--- config.mk ---
export PLATFORM = sky130hd
export DESIGN_NAME = pitch_detector
export DESIGN_NICKNAME = d
export VERILOG_FILES = /design/src/logic/pitch_pkg.sv /design/src/logic/pitch_detector.sv /design/src/logic/note_mapper.sv /design/src/logic/frame_energy.sv /design/src/logic/peak_tracker.sv
export VERILOG_INCLUDE_DIRS = /design/src /design/src/logic
export SDC_FILE = /design/constraint.sdc
export NUM_CORES = 1
export LEC_CHECK = 0
export ABC_AREA = 1
export CELL_PAD_IN_SITES_DETAIL_PLACEMENT = 1
export CELL_PAD_IN_SITES_GLOBAL_PLACEMENT = 1
export CORE_ASPECT_RATIO = 1.2
export CORE_UTILIZATION = 43
export CTS_CLUSTER_DIAMETER = 200
export DETAILED_ROUTE_END_ITERATION = 10
export DONT_BUFFER_PORTS = 1
export PLACE_DENSITY_LB_ADDON = 0.1
export SLEW_MARGIN = 10
export SYNTH_ARGS = -nofsm -noshare
export SYNTH_HDL_FRONTEND = slang
export SYNTH_SLANG_ARGS = --single-unit
export TNS_END_PERCENT = 5
--- constraint.sdc ---
create_clock -name clk_in -period 2.4 [get_ports clk_in]
set_input_delay 0.36 -clock clk_in [delete_from_list [all_inputs] [get_ports clk_in]]
set_output_delay 0.36 -clock clk_in [all_outputs]
set_load 0.01 [all_outputs]
--- src/logic/pitch_config.svh ---
`ifndef PITCH_CONFIG_SVH
`define PITCH_CONFIG_SVH

// ====================
// Datapath widths
// ====================
`define PITCH_BIN_W       13  // Bin index
`define PITCH_MAG_W       16  // FFT magnitude
`define PITCH_SUM_W       24  // Frame energy, saturating
`define PITCH_NOTE_W      5   // Note number

// ====================
// Note table limits
// ====================
`define PITCH_NOTE_COUNT  21  // Entries in the ceiling table
`define PITCH_MIN_BIN     120 // Bins below this never map to a note

`endif
--- src/logic/pitch_pkg.sv ---
`include "pitch_config.svh"

package pitch_pkg;

    // ====================
    // Stream and results
    // ====================
    typedef struct packed {
        logic [`PITCH_MAG_W-1:0] mag;
        logic                    last;  // Final bin of the frame
    } bin_sample_t;

    typedef struct packed {
        logic [`PITCH_BIN_W-1:0] bin;
        logic [`PITCH_MAG_W-1:0] mag;
    } peak_t;

    typedef struct packed {
        logic [`PITCH_SUM_W-1:0] sum;
    } energy_t;

    typedef struct packed {
        logic                     found;
        logic                     quiet;
        logic [`PITCH_NOTE_W-1:0] note;
        logic [`PITCH_BIN_W-1:0]  bin;
    } pitch_result_t;

    // Upper bin limit of each note, lowest note first
    localparam logic [9:0] NOTE_CEIL [`PITCH_NOTE_COUNT] = '{
        10'd131, 10'd139, 10'd147, 10'd156, 10'd166, 10'd176, 10'd186,
        10'd198, 10'd210, 10'd222, 10'd236, 10'd250, 10'd265, 10'd281,
        10'd297, 10'd315, 10'd333, 10'd354, 10'd374, 10'd398, 10'd420
    };

endpackage

--- src/logic/pitch_detector.sv ---
`timescale 1ns/1ps
`default_nettype none
`include "pitch_config.svh"

module pitch_detector (
    input  wire                      clk_in,
    input  wire                      rst_in,
    input  wire                      sample_valid,
    input  pitch_pkg::bin_sample_t   sample,
    input  wire [`PITCH_SUM_W-1:0]   level_threshold,
    output logic                     result_valid,
    output pitch_pkg::pitch_result_t result
);

    logic                 peak_valid;
    pitch_pkg::peak_t     peak;
    logic                 energy_valid;
    pitch_pkg::energy_t   energy;

    // ====================
    // Frame analysis
    // ====================
    peak_tracker peak0 (
        .clk_in       (clk_in),
        .rst_in       (rst_in),
        .sample_valid (sample_valid),
        .sample       (sample),
        .peak_valid   (peak_valid),
        .peak         (peak)
    );

    frame_energy energy0 (
        .clk_in       (clk_in),
        .rst_in       (rst_in),
        .sample_valid (sample_valid),
        .sample       (sample),
        .energy_valid (energy_valid),
        .energy       (energy)
    );

    // ====================
    // Note lookup
    // ====================
    note_mapper mapper0 (
        .clk_in          (clk_in),
        .rst_in          (rst_in),
        .peak_valid      (peak_valid),
        .peak            (peak),
        .energy_valid    (energy_valid),
        .energy          (energy),
        .level_threshold (level_threshold),
        .result_valid    (result_valid),
        .result          (result)
    );

endmodule

`default_nettype wire

--- src/logic/note_mapper.sv ---
`timescale 1ns/1ps
`default_nettype none
`include "pitch_config.svh"

module note_mapper (
    input  wire                      clk_in,
    input  wire                      rst_in,
    input  wire                      peak_valid,
    input  pitch_pkg::peak_t         peak,
    input  wire                      energy_valid,
    input  pitch_pkg::energy_t       energy,
    input  wire [`PITCH_SUM_W-1:0]   level_threshold,
    output logic                     result_valid,
    output pitch_pkg::pitch_result_t result
);

    logic                     busy;     // Table walk in progress
    logic [`PITCH_NOTE_W-1:0] idx;      // Table entry under test
    logic [`PITCH_BIN_W-1:0]  bin_q;

    logic frame_done;
    logic quiet;
    logic low_bin;
    logic hit;
    logic at_end;
    logic finish_now;
    logic finish_hit;
    logic finish_miss;

    // A new frame is taken only when idle
    assign frame_done  = peak_valid && energy_valid && !busy;
    assign quiet       = energy.sum < level_threshold;
    assign low_bin     = peak.bin < `PITCH_BIN_W'(`PITCH_MIN_BIN);
    assign finish_now  = frame_done && (quiet || low_bin);

    assign hit         = bin_q <= `PITCH_BIN_W'(pitch_pkg::NOTE_CEIL[idx]);
    assign at_end      = idx == `PITCH_NOTE_W'(`PITCH_NOTE_COUNT - 1);
    assign finish_hit  = busy && hit;
    assign finish_miss = busy && !hit && at_end;  // Table exhausted

    // ====================
    // Search control
    // ====================
    always_ff @(posedge clk_in) begin
        if (rst_in) begin
            busy         <= 1'b0;
            idx          <= '0;
            result_valid <= 1'b0;
        end else begin
            result_valid <= finish_now || finish_hit || finish_miss;
            if (frame_done) begin
                idx  <= '0;
                busy <= !(quiet || low_bin);
            end else if (finish_hit || finish_miss) begin
                busy <= 1'b0;
            end else if (busy) begin
                idx <= idx + 1'b1;          // Next ceiling
            end
        end
    end

    // ====================
    // Result payload
    // ====================
    always_ff @(posedge clk_in) begin
        if (frame_done) begin
            bin_q      <= peak.bin;
            result.bin <= peak.bin;         // Bin is reported in every case
        end
        if (finish_now) begin
            result.found <= 1'b0;
            result.quiet <= quiet;
            result.note  <= '0;
        end else if (finish_hit) begin
            result.found <= 1'b1;
            result.quiet <= 1'b0;
            result.note  <= idx;
        end else if (finish_miss) begin
            result.found <= 1'b0;
            result.quiet <= 1'b0;
            result.note  <= '0;
        end
    end

endmodule

`default_nettype wire

--- src/logic/frame_energy.sv ---
`timescale 1ns/1ps
`default_nettype none
`include "pitch_config.svh"

module frame_energy (
    input  wire                    clk_in,
    input  wire                    rst_in,
    input  wire                    sample_valid,
    input  pitch_pkg::bin_sample_t sample,
    output logic                   energy_valid,
    output pitch_pkg::energy_t     energy
);

    logic [`PITCH_SUM_W-1:0] acc;
    logic [`PITCH_SUM_W:0]   sum_ext;   // One extra bit catches the carry
    logic [`PITCH_SUM_W-1:0] sum_sat;

    assign sum_ext = {1'b0, acc}
                   + {{(`PITCH_SUM_W - `PITCH_MAG_W + 1){1'b0}}, sample.mag};
    assign sum_sat = sum_ext[`PITCH_SUM_W] ? '1 : sum_ext[`PITCH_SUM_W-1:0];

    // ====================
    // Accumulator
    // ====================
    always_ff @(posedge clk_in) begin
        if (rst_in) begin
            acc          <= '0;
            energy_valid <= 1'b0;
        end else begin
            energy_valid <= 1'b0;
            if (sample_valid) begin
                if (sample.last) begin
                    acc          <= '0;     // Restart for the next frame
                    energy_valid <= 1'b1;
                end else begin
                    acc <= sum_sat;
                end
            end
        end
    end

    always_ff @(posedge clk_in) begin
        if (sample_valid && sample.last) begin
            energy.sum <= sum_sat;          // Sum with the final bin
        end
    end

endmodule

`default_nettype wire

--- src/logic/peak_tracker.sv ---
`timescale 1ns/1ps
`default_nettype none
`include "pitch_config.svh"

module peak_tracker (
    input  wire                    clk_in,
    input  wire                    rst_in,
    input  wire                    sample_valid,
    input  pitch_pkg::bin_sample_t sample,
    output logic                   peak_valid,
    output pitch_pkg::peak_t       peak
);

    logic [`PITCH_BIN_W-1:0] bin_cnt;   // Index of the incoming bin
    logic [`PITCH_BIN_W-1:0] max_bin;
    logic [`PITCH_MAG_W-1:0] max_mag;

    logic                    take;
    logic [`PITCH_BIN_W-1:0] next_bin;
    logic [`PITCH_MAG_W-1:0] next_mag;

    // Strictly greater keeps the lower index on a tie
    assign take     = sample.mag > max_mag;
    assign next_bin = take ? bin_cnt : max_bin;
    assign next_mag = take ? sample.mag : max_mag;

    // ====================
    // Running maximum
    // ====================
    always_ff @(posedge clk_in) begin
        if (rst_in) begin
            bin_cnt    <= '0;
            max_bin    <= '0;
            max_mag    <= '0;
            peak_valid <= 1'b0;
        end else begin
            peak_valid <= 1'b0;
            if (sample_valid) begin
                if (sample.last) begin
                    bin_cnt    <= '0;       // Next frame starts at bin 0
                    max_bin    <= '0;
                    max_mag    <= '0;
                    peak_valid <= 1'b1;
                end else begin
                    bin_cnt <= bin_cnt + 1'b1;
                    max_bin <= next_bin;
                    max_mag <= next_mag;
                end
            end
        end
    end

    // ====================
    // Frame result
    // ====================
    always_ff @(posedge clk_in) begin
        if (sample_valid && sample.last) begin
            peak.bin <= next_bin;           // Includes the final bin
            peak.mag <= next_mag;
        end
    end

endmodule

`default_nettype wire

After elaboration in Yosys (flattened, before gate mapping)
Memories as Yosys holds them, arrays and structs flattened. Index checks and enable logic that the tools add are counted.

Register bits: 131. Memory bits (read-only): 320. Bits of input ports: 44. Output and inout port bits: 21. Memories kept: 1.

Add/sub/neg operators: 3. Magnitude comparators: 5. Equal/unequal tests: 1. Muxes and demuxes: 15. Bitwise logic cells: 3. Reduce and logical (&&, ||, !) cells: 21.

Memories: (name not given) (words 32, width 10, read ports 1, clocked after Yosys merged registers in 0, write ports 0, RTL line note_mapper.sv:36) `` assign hit = bin_q <= `PITCH_BIN_W'(pitch_pkg::NOTE_CEIL[idx]); ``.

Operator list (number): $mux 24 (2); $mux 13 (3); $mux 16 (2); $add 24x16->25 (1); $lt 24x24->1 (1); $mux 10 (2); $gt 16x16->1 (1); $mux 7 (2); $add 13x1->13 const B (1); $le 13x10->1 (1); $lt 13x7->1 const B (1); $ge 6x6->1 const B (1); $logic_and 1x1->1 (6); $mux 6 (1); $not 5->6 (1); $reduce_bool 2->1 (3); $add 5x1->5 const B (1); $eq 5x5->1 const B (1); $logic_or 1x1->1 (4); $reduce_and 2->1 (2); $reduce_or 2->1 (2); $logic_not 1->1 (3); $mux 1 (3); $reduce_bool 3->1 (1); $not 1->1 (2).

Depth between registers and ports, before layout
Depth after elaboration: 11. Gate-level depth with buffers: 20. Depth with buffers taken out: 20.

Modules after synthesis
Synthesis repeated with hierarchy kept, for this count alone.

Cell total of the unflattened synthesis: 1193. Area total of the unflattened synthesis: 9033.7 um^2.

By module, submodules not included: peak_tracker (instances 1, cells each 438, area an instance 3544.6 um^2, sequential area each 1731.7 um^2); frame_energy (instances 1, cells each 455, area an instance 3264.4 um^2, sequential area each 1221.2 um^2); note_mapper (instances 1, cells each 300, area an instance 2224.6 um^2, sequential area each 680.7 um^2).

Worst setup path after synthesis
Ideal clock, no wire load.

Path type: reg-to-reg. Start: register mapper0.idx[0]. End: register, netlist name mapper0.result[18]. Setup time: 0.297 ns. Arrival: 2.310 ns. Path slack: -0.207 ns. Cell stages (with the launch flop): 19. Buffers on the path: 0. Clock period less this slack: 2.607 ns. Path through: dfxtp_1 > inv_1 > ha_1 > nand2_1 > o21ai_0 > o2bb2ai_1 > a21oi_1 > ha_1 > nand2_1 > inv_1 > o21ai_0 > nand3_1 > nand2_1 > nand2_1 > nand2_1 > nand2_1 > inv_1 > nor2_1 > nand2_1.

Word-level cells in the longest chain between the ends: 9. Elaborated cells between the ends (all ways): 11. Those cells by class: order compare (1); eq/ne (1); mux (2); bitwise (1); reduce/logical (5); memory (1).

Ends and longest elaborated chain: start: declaration (RTL line note_mapper.sv:18) `` logic [`PITCH_NOTE_W-1:0] idx; ``; start signal: assignment (RTL line note_mapper.sv:57) `idx <= idx + 1'b1;`; $not 5->6 (not written as such) (RTL line note_mapper.sv:36); $mem_v2 32x10; $mux 10 (not written as such) (2 in a row) (RTL line note_mapper.sv:36); $le 13x10->1 (RTL line note_mapper.sv:36); $logic_not 1->1 (RTL line note_mapper.sv:39) `assign finish_miss = busy && !hit && at_end;`; $logic_and 1x1->1 (2 in a row) (RTL line note_mapper.sv:39); $reduce_bool 3->1 (no line) *.

Every way passes the cells marked *; elsewhere a longest branch is shown, timed or not. The select of a mux whose other input is x is not followed. A chain may end at the register's enable or synchronous reset.

Worst setup path in the final report
Start: register mapper0.idx[1]. End: register, netlist name mapper0.result[14].

Word-level cells in the longest chain between the ends: 9. Elaborated cells between the ends (all ways): 12. Those cells by class: order compare (1); eq/ne (1); mux (3); bitwise (1); reduce/logical (5); memory (1).

Ends and longest elaborated chain (RTL line): $not 5->6 (not written as such) (note_mapper.sv:36); $mem_v2 32x10; $mux 10 (not written as such) (2 in a row) (note_mapper.sv:36); $le 13x10->1 (note_mapper.sv:36); $logic_not 1->1 (note_mapper.sv:39); $logic_and 1x1->1 (2 in a row) (note_mapper.sv:39); $reduce_bool 2->1 (no line).

Several ways; a longest one is shown, not always the timed one. The select of a mux whose other input is x is not followed.

==> out/results.ini <==
[run_status]
status=finished with violations
failed_checks=negative setup slack

[routing]
drt.antenna.violating_nets=0
vias=7119
drtPass1Iterations=4
first_iter_violations=229
wire_per_inst_microns=15.6
vias_per_cell=5.10
drt-total-wl_microns=21700
drc_errors=0

[grt]
antenna_found_initial=0
grt_pass1_wl_microns=36100
grt.total_usage_pct=23.6
grt_max_degree=58
gr-total-overflow=0
grt_pass1_vias=7189

[floorplan]
core_area_sq_um=18800
die_w_microns=128
num_rows=55
die_h_microns=154
dieArea_sq_um=19700
io_pins=65
floorplan.initialDensity_pct=43.8

[min_path]
min_path_type=primary input to flip-flop
holdPathEnd=energy0.energy_valid$_SDFF_PP0_
worst_hold_path.num_cells=1
min_from=rst_in

[synthesis]
yosysSeqAreaShare_pct=38.0
synth_top_area_share_pct=19.4
synthCells=1104
synth_edf_count=51
synth.cell_area_sq_um=8240
syn_area_per_cell_sq_um=7.46
netlist-cell-type-count=46
ys_ff_latch=131
yosysWarningCount=0
synth_top_area_cell=dfxtp_1
synth.area.top_cells=dfxtp_1 (19%), edfxtp_1 (19%), nand2_1 (14%), ha_1 (11%), inv_1 (7.7%)
synth_top_cells_by_count=nand2_1 (305), inv_1 (169), nand3_1 (85), a21oi_1 (82), dfxtp_1 (80)
synth_flop_cell=dfxtp_1
synthesis.nets=1221
yosysMostFrequentCell=nand2_1
async_flop_share_pct=0

[critical_path]
cp_top_family=simple AND/OR/NAND/NOR gates
start_kind=flip-flop
end_kind=flip-flop
reg2reg_slack_ns=-0.02
cp.required_ns=2.73
ff2ff_path_depth=16
cpMaxStageDelayCell=dfxtp_4
max_stage_delay_ns=0.37
path_class=flip-flop to flip-flop
cp_cell_sequence=ha_4 -> ha_1 -> or2_4 -> a22oi_2 -> ha_1 -> a21oi_1 -> o21ai_1 -> nor2_1 -> nand2_2 -> nand2_4 -> nand2_4 -> buf_6 -> nand3_2 -> nand2_1 -> nand2_1 -> inv_1
path_buf_inv=2
timing.rr.end=mapper0.result[14]$_SDFFE_PP0P_
worstReg2RegStart=mapper0.idx[1]$_SDFFE_PP0P_
arrival_ns=2.75
worst-path-max-fanout=5

[place]
post_dp_cell_area_sq_um=8690
port_buffers=0
place_inst=1362
gp_congestion=0.860
dp_hpwl_microns=16600
pre_cts_ws_ns=-0.160

[run]
max_cap_violations=0

[clock_network]
numCtsBuffers=17
ctsHtreeMaxLevel=4
clock_latency_ns=0.44
cts_buffer_depth=2
cts.clk_slew.worst_paths_ns=0.06
cts_root_buffer=clkbuf_16
clock-sinks=131
cts_tree=built

[final_layout]
fill_cells=2365
post-route-util_pct=50.4
design_area_sq_um=9460
diodes=0
drive_above_1_share_pct=14.2
syn_to_final_growth_pct=14.9
fin_cells=1397
fin_nets=1245

[sta]
finalSetupViolCount=3
final.setup.tns_ns=-0.0355
rsz0062_at_grt=yes
maxSlewHeadroom_pct=63.0
hold_violations=0
drv_slew=0
timing.hold.ws_ns=0.0360
min_period_ns=2.42
min_period_over_period_pct=101
timing.final.ws_setup_ns=-0.0209
tightest_slew_ns=0.553
fmax_ghz=0.413
final.setup_skew_ns=0.00825

[power]
power_mw=5.94
ir_worst_vdd_uv=517
powerDensity_nw_per_um2=628
leakagePower_nw=4.20

[cell families after synthesis]
family / Yosys count / synth area share (%)
and+or+nand+nor: 551 / 30.5
buffers and inverters: 203 / 9.72
AOI/OAI and AO/OA: 137 / 9.56
DFF: 131 / 38.0
adders and majority gates: 73 / 11.2
xor gates and xnor gates: 9 / 0.957
[metal layers]
metal / vias to the layer above / GRT usage, % / part of all wire [%]
li1: 3624 / - / -
met1: 3397 / 29.6 / 46
met2: 72 / 41.0 / 49
met3: 26 / 3.86 / 2.5
met4: 0 / 7.23 / 1.6
met5: - / 0 / 0
[cell usage in the layout (no fill, tap or decap), drive strengths merged, types with 2 or more instances in the layout]
master	count
and3	3
clkinv	3
a22oi	2
o21ai	22
and2	14
nor3	13
nand3	97
clkbuf	17
nand2	324
xor2	8
nand4	17
a31oi	2
inv	185
edfxtp	51
nor2	74
dfxtp	80
ha	72
or2	5
o211ai	3
a21o	2
buf	32
o21a	2
a21oi	99
nor4	3
[cell type report]
| class | count | area [sq um] | area share (%) |
|---|---|---|---|
| clock buffer | 17 | 425 | 4.50 |
| clock inverter | 15 | 181 | 1.92 |
| inverter | 175 | 664 | 7.02 |
| multi-input combinational | 770 | 4430 | 46.8 |
| sequential | 131 | 3140 | 33.2 |
| tap | 256 | 320 | 3.39 |
| timing repair buffer | 33 | 303 | 3.20 |
[where the power goes]
part | switching (mW) | internal (mW) | total, mW
clock network | 1.18 | 1.50 | 2.68
registers | 0.0604 | 2.42 | 2.48
logic | 0.506 | 0.273 | 0.779
[worst max path at each step]
stage                           startpoint                               end  slack (ns)  depth (start not counted)
2_1_floorplan  mapper0.idx[0]$_SDFFE_PP0P_  mapper0.result[18]$_SDFFCE_PN0P_        0.02                         14
3_5_place_dp   mapper0.idx[0]$_SDFFE_PP0P_  mapper0.result[18]$_SDFFCE_PN0P_       -0.16                         18
5_1_grt        mapper0.idx[1]$_SDFFE_PP0P_   mapper0.result[14]$_SDFFE_PP0P_       -0.19                         20
3_3_place_gp   mapper0.idx[0]$_SDFFE_PP0P_   mapper0.result[15]$_SDFFE_PP0P_       -0.04                         16
4_1_cts        mapper0.idx[0]$_SDFFE_PP0P_   mapper0.result[14]$_SDFFE_PP0P_       -0.08                         21
6_report       mapper0.idx[1]$_SDFFE_PP0P_   mapper0.result[14]$_SDFFE_PP0P_       -0.02                         16
[flip-flops by register name, indices dropped and copies added, names as in the netlist, 5 cells and up]
| name | flops |
|---|---|
| peak0.bin_cnt | 13 |
| mapper0.idx | 5 |
| energy0.acc | 24 |
| peak0.max_bin | 13 |
| energy0.energy | 24 |
| mapper0.result | 20 |
| peak0.peak | 13 |
| peak0.max_mag | 16 |
[what timing repair did]
item,4_1_cts,5_1_grt
endpoints found under the setup margin,13,29
pin swaps,9,18
hold buffers,2,0
gates resized for setup,17,27
hold endpoints to repair,57,0
buffers inserted,1,0
Power figures use the tool's default switching activity.
